**src/receiver_ctrl_pkg.sv**
```systemverilog
`default_nettype none

package receiver_ctrl_pkg;

    // bus byte address and register word address
    localparam int AXI_ADDR_WIDTH = 11;
    localparam int REG_ADDR_WIDTH = 9;
    localparam int REG_DATA_WIDTH = 32;

    // physical cell id runs up to 3 * 335 + 2
    localparam int N_ID_MAX = 1007;
    localparam int N_ID_WIDTH = $clog2(N_ID_MAX + 1);
    localparam int LOCK_COUNT_WIDTH = 16;

    typedef logic [AXI_ADDR_WIDTH-1:0]   axi_addr_t;
    typedef logic [REG_ADDR_WIDTH-1:0]   reg_addr_t;
    typedef logic [REG_DATA_WIDTH-1:0]   reg_data_t;
    typedef logic [N_ID_WIDTH-1:0]       n_id_t;
    typedef logic [1:0]                  n_id_2_t;
    typedef logic [LOCK_COUNT_WIDTH-1:0] lock_count_t;

    typedef enum logic [1:0] {
        FS_SEARCH    = 2'd0,
        FS_PSS_FOUND = 2'd1,
        FS_SSS_FOUND = 2'd2,
        FS_LOCKED    = 2'd3
    } fs_state_e;

    typedef struct packed {
        fs_state_e   fs_state;
        reg_data_t   rx_signal;
        n_id_2_t     n_id_2;
        n_id_t       n_id;
        lock_count_t lock_count;
    } rx_status_t;

    typedef struct packed {
        logic      valid;
        reg_addr_t addr;
        reg_data_t data;
    } reg_req_t;

    localparam reg_data_t PCORE_VERSION = 32'h00040069;
    localparam reg_data_t REGMAP_MAGIC  = "RX~~";
    localparam reg_data_t REGMAP_FILL   = 32'h69696969;

    localparam reg_addr_t REG_VERSION    = 9'd0;
    localparam reg_addr_t REG_ID         = 9'd1;
    localparam reg_addr_t REG_RESERVED   = 9'd2;
    localparam reg_addr_t REG_MAGIC      = 9'd3;
    localparam reg_addr_t REG_FILL       = 9'd4;
    localparam reg_addr_t REG_FS_STATE   = 9'd5;
    localparam reg_addr_t REG_RX_SIGNAL  = 9'd6;
    localparam reg_addr_t REG_N_ID_2     = 9'd7;
    localparam reg_addr_t REG_N_ID       = 9'd8;
    localparam reg_addr_t REG_LOCK_COUNT = 9'd9;

    localparam logic [1:0] AXI_RESP_OKAY = 2'b00;

endpackage

`default_nettype wire

```
**src/rx_status_capture.sv**
```systemverilog
`timescale 1ns/100ps
`default_nettype none

module rx_status_capture (
    input  wire                            clk_i,
    input  wire                            reset_ni,

    // levels from the frame sync and the AGC path
    input  wire receiver_ctrl_pkg::fs_state_e fs_state_i,
    input  wire receiver_ctrl_pkg::reg_data_t rx_signal_i,

    // detector results, each qualified by a one-cycle strobe
    input  wire receiver_ctrl_pkg::n_id_2_t   n_id_2_i,
    input  wire                            n_id_2_valid_i,
    input  wire receiver_ctrl_pkg::n_id_t     n_id_i,
    input  wire                            n_id_valid_i,

    output receiver_ctrl_pkg::rx_status_t  status_o
);

    receiver_ctrl_pkg::rx_status_t status_q;
    logic                          lock_entry;
    logic                          lock_full;

    // status_q.fs_state is the state seen on the previous cycle
    assign lock_entry = (fs_state_i == receiver_ctrl_pkg::FS_LOCKED) &&
                        (status_q.fs_state != receiver_ctrl_pkg::FS_LOCKED);

    // counter holds at all ones
    assign lock_full = &status_q.lock_count;

    always_ff @(posedge clk_i) begin
        if (!reset_ni) begin
            status_q.fs_state   <= receiver_ctrl_pkg::FS_SEARCH;
            status_q.rx_signal  <= '0;
            status_q.n_id_2     <= '0;
            status_q.n_id       <= '0;
            status_q.lock_count <= '0;
        end else begin
            status_q.fs_state  <= fs_state_i;
            status_q.rx_signal <= rx_signal_i;

            // cell id values stay until the detector reports again
            if (n_id_2_valid_i) begin
                status_q.n_id_2 <= n_id_2_i;
            end
            if (n_id_valid_i) begin
                status_q.n_id <= n_id_i;
            end

            if (lock_entry && !lock_full) begin
                status_q.lock_count <= status_q.lock_count + 1'b1;
            end
        end
    end

    assign status_o = status_q;

endmodule

`default_nettype wire

```
**src/receiver_regmap.sv**
```systemverilog
`timescale 1ns/100ps
`default_nettype none

module receiver_regmap #(
    parameter int unsigned ID = 0
) (
    input  wire                            clk_i,
    input  wire                            reset_ni,

    input  wire receiver_ctrl_pkg::rx_status_t status_i,

    // write side
    input  wire receiver_ctrl_pkg::reg_req_t   wreq_i,
    output logic                           wack_o,

    // read side
    input  wire receiver_ctrl_pkg::reg_req_t   rreq_i,
    output receiver_ctrl_pkg::reg_data_t   rdata_o,
    output logic                           rack_o
);

    receiver_ctrl_pkg::reg_data_t rword;
    receiver_ctrl_pkg::reg_data_t rdata_q;
    logic                         rack_q;
    logic                         wack_q;

    // acknowledge one cycle after each request
    always_ff @(posedge clk_i) begin
        if (!reset_ni) begin
            rack_q <= 1'b0;
            wack_q <= 1'b0;
        end else begin
            rack_q <= rreq_i.valid;
            // no register here is writable, a write only gets its ack
            wack_q <= wreq_i.valid;
        end
    end

    // read decode
    always_comb begin
        rword = '0;
        case (rreq_i.addr)
            receiver_ctrl_pkg::REG_VERSION: begin
                rword = receiver_ctrl_pkg::PCORE_VERSION;
            end
            receiver_ctrl_pkg::REG_ID: begin
                rword = receiver_ctrl_pkg::reg_data_t'(ID);
            end
            receiver_ctrl_pkg::REG_RESERVED: begin
                rword = '0;
            end
            receiver_ctrl_pkg::REG_MAGIC: begin
                rword = receiver_ctrl_pkg::REGMAP_MAGIC;
            end
            receiver_ctrl_pkg::REG_FILL: begin
                rword = receiver_ctrl_pkg::REGMAP_FILL;
            end
            // live status, zero extended to the word
            receiver_ctrl_pkg::REG_FS_STATE: begin
                rword = receiver_ctrl_pkg::reg_data_t'(status_i.fs_state);
            end
            receiver_ctrl_pkg::REG_RX_SIGNAL: begin
                rword = status_i.rx_signal;
            end
            receiver_ctrl_pkg::REG_N_ID_2: begin
                rword = receiver_ctrl_pkg::reg_data_t'(status_i.n_id_2);
            end
            receiver_ctrl_pkg::REG_N_ID: begin
                rword = receiver_ctrl_pkg::reg_data_t'(status_i.n_id);
            end
            receiver_ctrl_pkg::REG_LOCK_COUNT: begin
                rword = receiver_ctrl_pkg::reg_data_t'(status_i.lock_count);
            end
            default: begin
                rword = '0;
            end
        endcase
    end

    // word is sampled with the request and presented with rack
    always_ff @(posedge clk_i) begin
        if (rreq_i.valid) begin
            rdata_q <= rword;
        end
    end

    assign rdata_o = rdata_q;
    assign rack_o  = rack_q;
    assign wack_o  = wack_q;

endmodule

`default_nettype wire

```
**src/axi_lite_interface.sv**
```systemverilog
`timescale 1ns/100ps
`default_nettype none

module axi_lite_interface (
    input  wire                            clk_i,
    input  wire                            reset_ni,

    // write address channel
    input  wire receiver_ctrl_pkg::axi_addr_t s_axi_awaddr_i,
    input  wire                            s_axi_awvalid_i,
    output logic                           s_axi_awready_o,

    // write data channel, strobes are not supported
    input  wire receiver_ctrl_pkg::reg_data_t s_axi_wdata_i,
    input  wire [3:0]                      s_axi_wstrb_i,
    input  wire                            s_axi_wvalid_i,
    output logic                           s_axi_wready_o,

    // write response channel
    output logic [1:0]                     s_axi_bresp_o,
    output logic                           s_axi_bvalid_o,
    input  wire                            s_axi_bready_i,

    // read address channel
    input  wire receiver_ctrl_pkg::axi_addr_t s_axi_araddr_i,
    input  wire                            s_axi_arvalid_i,
    output logic                           s_axi_arready_o,

    // read data channel
    output receiver_ctrl_pkg::reg_data_t   s_axi_rdata_o,
    output logic [1:0]                     s_axi_rresp_o,
    output logic                           s_axi_rvalid_o,
    input  wire                            s_axi_rready_i,

    // register request side
    output receiver_ctrl_pkg::reg_req_t    wreq_o,
    input  wire                            wack_i,
    output receiver_ctrl_pkg::reg_req_t    rreq_o,
    input  wire receiver_ctrl_pkg::reg_data_t rdata_i,
    input  wire                            rack_i
);

    typedef enum logic [1:0] {W_IDLE, W_REQ, W_WAIT, W_RESP} w_state_e;
    typedef enum logic [1:0] {R_IDLE, R_REQ, R_WAIT, R_RESP} r_state_e;

    w_state_e                     w_state;
    r_state_e                     r_state;
    logic                         w_ready_q;
    logic                         ar_ready_q;
    receiver_ctrl_pkg::reg_addr_t waddr_q;
    receiver_ctrl_pkg::reg_data_t wdata_q;
    receiver_ctrl_pkg::reg_addr_t raddr_q;
    receiver_ctrl_pkg::reg_data_t rdata_q;

    // write path, aw and w are taken together in one handshake
    always_ff @(posedge clk_i) begin
        if (!reset_ni) begin
            w_state   <= W_IDLE;
            w_ready_q <= 1'b0;
        end else begin
            case (w_state)
                W_IDLE: begin
                    if (w_ready_q) begin
                        // valids are held, so this edge is the handshake
                        w_ready_q <= 1'b0;
                        w_state   <= W_REQ;
                    end else if (s_axi_awvalid_i && s_axi_wvalid_i) begin
                        w_ready_q <= 1'b1;
                    end
                end
                W_REQ: begin
                    w_state <= W_WAIT;
                end
                W_WAIT: begin
                    if (wack_i) begin
                        w_state <= W_RESP;
                    end
                end
                default: begin
                    if (s_axi_bready_i) begin
                        w_state <= W_IDLE;
                    end
                end
            endcase
        end
    end

    always_ff @(posedge clk_i) begin
        if (w_state == W_IDLE && w_ready_q) begin
            waddr_q <= s_axi_awaddr_i[receiver_ctrl_pkg::AXI_ADDR_WIDTH-1:2];
            wdata_q <= s_axi_wdata_i;
        end
    end

    // read path
    always_ff @(posedge clk_i) begin
        if (!reset_ni) begin
            r_state    <= R_IDLE;
            ar_ready_q <= 1'b0;
        end else begin
            case (r_state)
                R_IDLE: begin
                    if (ar_ready_q) begin
                        ar_ready_q <= 1'b0;
                        r_state    <= R_REQ;
                    end else if (s_axi_arvalid_i) begin
                        ar_ready_q <= 1'b1;
                    end
                end
                R_REQ: begin
                    r_state <= R_WAIT;
                end
                R_WAIT: begin
                    if (rack_i) begin
                        r_state <= R_RESP;
                    end
                end
                default: begin
                    if (s_axi_rready_i) begin
                        r_state <= R_IDLE;
                    end
                end
            endcase
        end
    end

    always_ff @(posedge clk_i) begin
        if (r_state == R_IDLE && ar_ready_q) begin
            raddr_q <= s_axi_araddr_i[receiver_ctrl_pkg::AXI_ADDR_WIDTH-1:2];
        end
        // data stays put while rvalid waits for rready
        if (r_state == R_WAIT && rack_i) begin
            rdata_q <= rdata_i;
        end
    end

    // requests last exactly the one cycle spent in the REQ state
    always_comb begin
        wreq_o.valid = (w_state == W_REQ);
        wreq_o.addr  = waddr_q;
        wreq_o.data  = wdata_q;
        rreq_o.valid = (r_state == R_REQ);
        rreq_o.addr  = raddr_q;
        rreq_o.data  = '0;
    end

    assign s_axi_awready_o = w_ready_q;
    assign s_axi_wready_o  = w_ready_q;
    assign s_axi_bvalid_o  = (w_state == W_RESP);
    assign s_axi_bresp_o   = receiver_ctrl_pkg::AXI_RESP_OKAY;

    assign s_axi_arready_o = ar_ready_q;
    assign s_axi_rvalid_o  = (r_state == R_RESP);
    assign s_axi_rdata_o   = rdata_q;
    assign s_axi_rresp_o   = receiver_ctrl_pkg::AXI_RESP_OKAY;

endmodule

`default_nettype wire

```
**src/receiver_ctrl_top.sv**
```systemverilog
`timescale 1ns/100ps
`default_nettype none

module receiver_ctrl_top #(
    parameter int unsigned ID = 0
) (
    input  wire                            clk_i,
    input  wire                            reset_ni,

    // AXI-lite slave
    input  wire receiver_ctrl_pkg::axi_addr_t s_axi_awaddr_i,
    input  wire                            s_axi_awvalid_i,
    output logic                           s_axi_awready_o,
    input  wire receiver_ctrl_pkg::reg_data_t s_axi_wdata_i,
    input  wire [3:0]                      s_axi_wstrb_i,
    input  wire                            s_axi_wvalid_i,
    output logic                           s_axi_wready_o,
    output logic [1:0]                     s_axi_bresp_o,
    output logic                           s_axi_bvalid_o,
    input  wire                            s_axi_bready_i,
    input  wire receiver_ctrl_pkg::axi_addr_t s_axi_araddr_i,
    input  wire                            s_axi_arvalid_i,
    output logic                           s_axi_arready_o,
    output receiver_ctrl_pkg::reg_data_t   s_axi_rdata_o,
    output logic [1:0]                     s_axi_rresp_o,
    output logic                           s_axi_rvalid_o,
    input  wire                            s_axi_rready_i,

    // receiver status
    input  wire receiver_ctrl_pkg::fs_state_e fs_state_i,
    input  wire receiver_ctrl_pkg::reg_data_t rx_signal_i,
    input  wire receiver_ctrl_pkg::n_id_2_t   n_id_2_i,
    input  wire                            n_id_2_valid_i,
    input  wire receiver_ctrl_pkg::n_id_t     n_id_i,
    input  wire                            n_id_valid_i
);

    receiver_ctrl_pkg::rx_status_t status;
    receiver_ctrl_pkg::reg_req_t   wreq;
    receiver_ctrl_pkg::reg_req_t   rreq;
    receiver_ctrl_pkg::reg_data_t  rdata;
    logic                          wack;
    logic                          rack;

    rx_status_capture u_capture (
        .clk_i          (clk_i),
        .reset_ni       (reset_ni),
        .fs_state_i     (fs_state_i),
        .rx_signal_i    (rx_signal_i),
        .n_id_2_i       (n_id_2_i),
        .n_id_2_valid_i (n_id_2_valid_i),
        .n_id_i         (n_id_i),
        .n_id_valid_i   (n_id_valid_i),
        .status_o       (status)
    );

    receiver_regmap #(
        .ID (ID)
    ) u_regmap (
        .clk_i    (clk_i),
        .reset_ni (reset_ni),
        .status_i (status),
        .wreq_i   (wreq),
        .wack_o   (wack),
        .rreq_i   (rreq),
        .rdata_o  (rdata),
        .rack_o   (rack)
    );

    axi_lite_interface u_axi (
        .clk_i           (clk_i),
        .reset_ni        (reset_ni),
        .s_axi_awaddr_i  (s_axi_awaddr_i),
        .s_axi_awvalid_i (s_axi_awvalid_i),
        .s_axi_awready_o (s_axi_awready_o),
        .s_axi_wdata_i   (s_axi_wdata_i),
        .s_axi_wstrb_i   (s_axi_wstrb_i),
        .s_axi_wvalid_i  (s_axi_wvalid_i),
        .s_axi_wready_o  (s_axi_wready_o),
        .s_axi_bresp_o   (s_axi_bresp_o),
        .s_axi_bvalid_o  (s_axi_bvalid_o),
        .s_axi_bready_i  (s_axi_bready_i),
        .s_axi_araddr_i  (s_axi_araddr_i),
        .s_axi_arvalid_i (s_axi_arvalid_i),
        .s_axi_arready_o (s_axi_arready_o),
        .s_axi_rdata_o   (s_axi_rdata_o),
        .s_axi_rresp_o   (s_axi_rresp_o),
        .s_axi_rvalid_o  (s_axi_rvalid_o),
        .s_axi_rready_i  (s_axi_rready_i),
        .wreq_o          (wreq),
        .wack_i          (wack),
        .rreq_o          (rreq),
        .rdata_i         (rdata),
        .rack_i          (rack)
    );

endmodule

`default_nettype wire

```
**config.mk**
```make
export PLATFORM = sky130hd
export DESIGN_NAME = receiver_ctrl_top
export DESIGN_NICKNAME = d
export VERILOG_FILES = /design/src/receiver_ctrl_pkg.sv /design/src/rx_status_capture.sv /design/src/receiver_regmap.sv /design/src/axi_lite_interface.sv /design/src/receiver_ctrl_top.sv
export SDC_FILE = /design/constraint.sdc
export NUM_CORES = 1
export LEC_CHECK = 0
export BUFFER_PORTS_ARGS = -buffer_cell sky130_fd_sc_hd__buf_2
export CAP_MARGIN = 20
export CELL_PAD_IN_SITES_DETAIL_PLACEMENT = 1
export CELL_PAD_IN_SITES_GLOBAL_PLACEMENT = 2
export CORE_MARGIN = 1
export CORE_UTILIZATION = 34
export DETAILED_ROUTE_END_ITERATION = 8
export HOLD_SLACK_MARGIN = 0.15
export PLACE_DENSITY = 0.79
export SYNTH_ARGS = -nofsm -noshare
export SYNTH_HDL_FRONTEND = slang
export SYNTH_SLANG_ARGS = --single-unit
```
**constraint.sdc**
```tcl
create_clock -name clk_i -period 2.6 [get_ports clk_i]
set_input_delay 0.52 -clock clk_i [delete_from_list [all_inputs] [get_ports clk_i]]
set_output_delay 0.52 -clock clk_i [all_outputs]
set_load 0.1 [all_outputs]
```
==> results.toml <==
[run_status]
status = "complete, no violations"

[global_route]
grt_pass1_wl_mm = 20.1
grt_max_degree = 54
grt_pass1_vias = 3953
grt_usage = 0.159
overflow = 0
antenna_found_initial = 0

[floorplan]
die_h_um = 130
die_x_um = 130
io_pins = 154
core_um2 = 16000
start_util = 0.350
core.rowCount = 46
die_area_um2 = 17000

[cells_and_area]
final_nets = 683
fillers = 1740
multi_input_area_um2 = 1860
drive_gt1_frac = 0.276
regArea_um2 = 3590
area_growth_pct = 23.3
diodes = 0

[power]
total_power_uw = 5860
p_per_area_nw_per_um2 = 849
leakagePower_uw = 0.00271
vdd_drop_max_v = 0.000460
p_sw_frac = 0.288
internal_power_uw = 4170
combPwrFrac = 0.140
p_clk_frac = 0.384
pwr-share-seq = 0.476
switchingPower_uw = 1690

[clocking]
cts_tree = "built"
htreeDepth = 4
clock_latency_ns = 0.42
clk_path_buf_depth = 2
cts_sinks = 143
clk_pin_slew_worst_paths_ns = 0.06
postCtsHoldBufs = 0
cts_setup_buffers = 0
clockRootBuffer = "clkbuf_16"
cts_inserted_buffers = 17
cts.repair.resized = 0

[logic_synthesis]
synth_async_sr_flop_share = 0
yosys_warnings = 0
seq_area_frac_synth = 0.641
synth_area_um2 = 5600
netlist_instances = 452
ys_seq_elements = 143
synthDistinctLibCells = 53
synth_edf_count = 73
avgSynthCellArea_um2 = 12.4
yosys_most_used_dff = "edfxtp_1"

[detailed_routing]
wl_mm = 12.6
first_pass_iters = 4
route.detailed.drc = 0
viasPerCell = 4.85
ant_nets = 0
dr.first_iter.drc_count = 156
avgRoutedWirePerCell_um = 16.0
num_vias = 3818

[worst_setup_path]
rr_worst_depth = 4
required_ns = 2.89
crit_arrival_ns = 2.49
path_class = "register to register"
worst_setup_path_start_kind = "register"
critPathCaptureType = "register"
path_max_fanout = 8

[sta]
tightestPinTransition_ns = 0.708
finalSetupTns_ns = 0
fin_worst_skew_ns = 0.00971
min_period_over_period = 0.845
holdWs_ns = 0.270
fmax_mhz = 455
max_slew_margin = 0.526
hold_violations = 0
slew_viol_final = 0
setup_viol = 0
period_needed_ns = 2.20
rsz0062_at_grt = "no"

[min_path]
hold_path_class = "input port to register"
min_path_cells = 1

[place]
hpwl_mm = 9.03
place.gp.congestion = 0.801
portBuffers = 100

[flow_run]
drv_cap = 0
==> layout make-up <==
type / count / area share
Clock buffer: 17 / 0.0616
Clock inverter: 15 / 0.0183
Inverter: 8 / 0.00435
Multi-Input combinational cell: 276 / 0.270
Sequential cell: 143 / 0.520
Tap cell: 216 / 0.0391
Timing Repair Buffer: 113 / 0.0866
==> synthesized netlist by cell type (11+ instances only) <==
master | number | area, um2
mux2i_1 | 22 | 220
and2_1 | 43 | 269
nand2b_1 | 12 | 75.1
a21oi_1 | 19 | 95.1
ha_1 | 11 | 138
nand2_1 | 23 | 86.3
o21ai_0 | 14 | 70.1
edfxtp_1 | 73 | 2190
clkbuf_1 | 19 | 71.3
nor2_1 | 20 | 75.1
dfxtp_1 | 70 | 1400
==> per-layer routing <==
metal  vias to the layer above  part of all wire  track usage
met2                        95              0.51        0.272
li1                       1850                 -            -
met1                      1856              0.43        0.187
met5                         -                 0            0
met4                         0             0.016       0.0710
met3                        17             0.049       0.0419
==> critical path: stages (launching register included) <==
cell and delay [ns]:
edfxtp_1 0.35, or4_1 0.65, or2_1 0.44, nor4_4 0.48
a21o_1 0.14
==> cells in the final DEF, fill, tap and decap left out, drive strengths merged, types with 3 or more instances in the layout <==
master	instances
or2	4
mux2i	22
ha	11
or3	5
and3	3
a22oi	3
a21oi	19
o21ai	14
edfxtp	73
or4	5
clkbuf	17
and2	43
mux2	3
o31ai	4
nor3b	3
a21o	8
clkinv	5
nand3	8
a31oi	5
nand4	4
nor2	20
o21a	3
nand2	23
conb	4
inv	14
nor3	7
nand2b	12
a221o	3
buf	113
a22o	4
a32o	3
nor2b	7
clkinvlp	4
nor4	10
dfxtp	70
==> worst paths after layout <==
kind / start / endpoint / slack (ns)
max: u_axi.raddr_q[7]$_DFFE_PP_ / u_regmap.rdata_o[21]$_DFFE_PP_ / 0.40
min: s_axi_araddr_i[9] / u_axi.raddr_q[7]$_DFFE_PP_ / 0.27
max reg2reg: u_axi.raddr_q[7]$_DFFE_PP_ / u_regmap.rdata_o[21]$_DFFE_PP_ / 0.40
min reg2reg: u_regmap.rdata_o[9]$_DFFE_PP_ / u_axi.s_axi_rdata_o[9]$_DFFE_PP_ / 0.42
==> sequential cells by signal, summed over array words and instances, names as in the netlist <==
| signal | flops |
|---|---|
| u_axi.raddr_q | 9 |
| u_axi.r_state | 2 |
| u_axi.w_state | 2 |
| u_capture.status_o | 62 |
| u_axi.s_axi_awready_o | 1 |
| u_regmap.rdata_o | 32 |
| u_regmap.rack_o | 1 |
| u_axi.s_axi_rdata_o | 32 |
| u_axi.s_axi_arready_o | 1 |
| u_regmap.wack_o | 1 |
==> power by group through the flow <==
stage	Sequential [uW]	Clock (uW)	Combinational (uW)
2_1_floorplan	2890	0	525
3_3_place_gp	2820	0	795
6_report	2790	2250	820
5_1_grt	2820	2400	907
4_1_cts	2790	2300	830
3_5_place_dp	2840	0	824
==> cell families after synthesis <==
| family | count (synthesis) | share of synthesized area |
|---|---|---|
| and+or+nand+nor | 162 | 0.172 |
| muxes | 25 | 0.0453 |
| other | 1 | 0.000669 |
| DFF | 143 | 0.641 |
| buffers and inverters | 36 | 0.0281 |
| AOI/OAI and AO/OA | 74 | 0.0882 |
| adders and majority gates | 11 | 0.0246 |
==> per-stage QoR <==
stage          instance area, um2  instances  setup WS [ns]   util
2_1_floorplan                5610        455          0.639      -
3_3_place_gp                 6350        756          0.464  0.397
3_5_place_dp                 6350        756          0.391  0.397
4_1_cts                      6910        788          0.375  0.432
5_1_grt                      6910        788          0.272  0.432
6_report                     6910        788          0.404  0.432
Power figures use the tool's default switching activity.
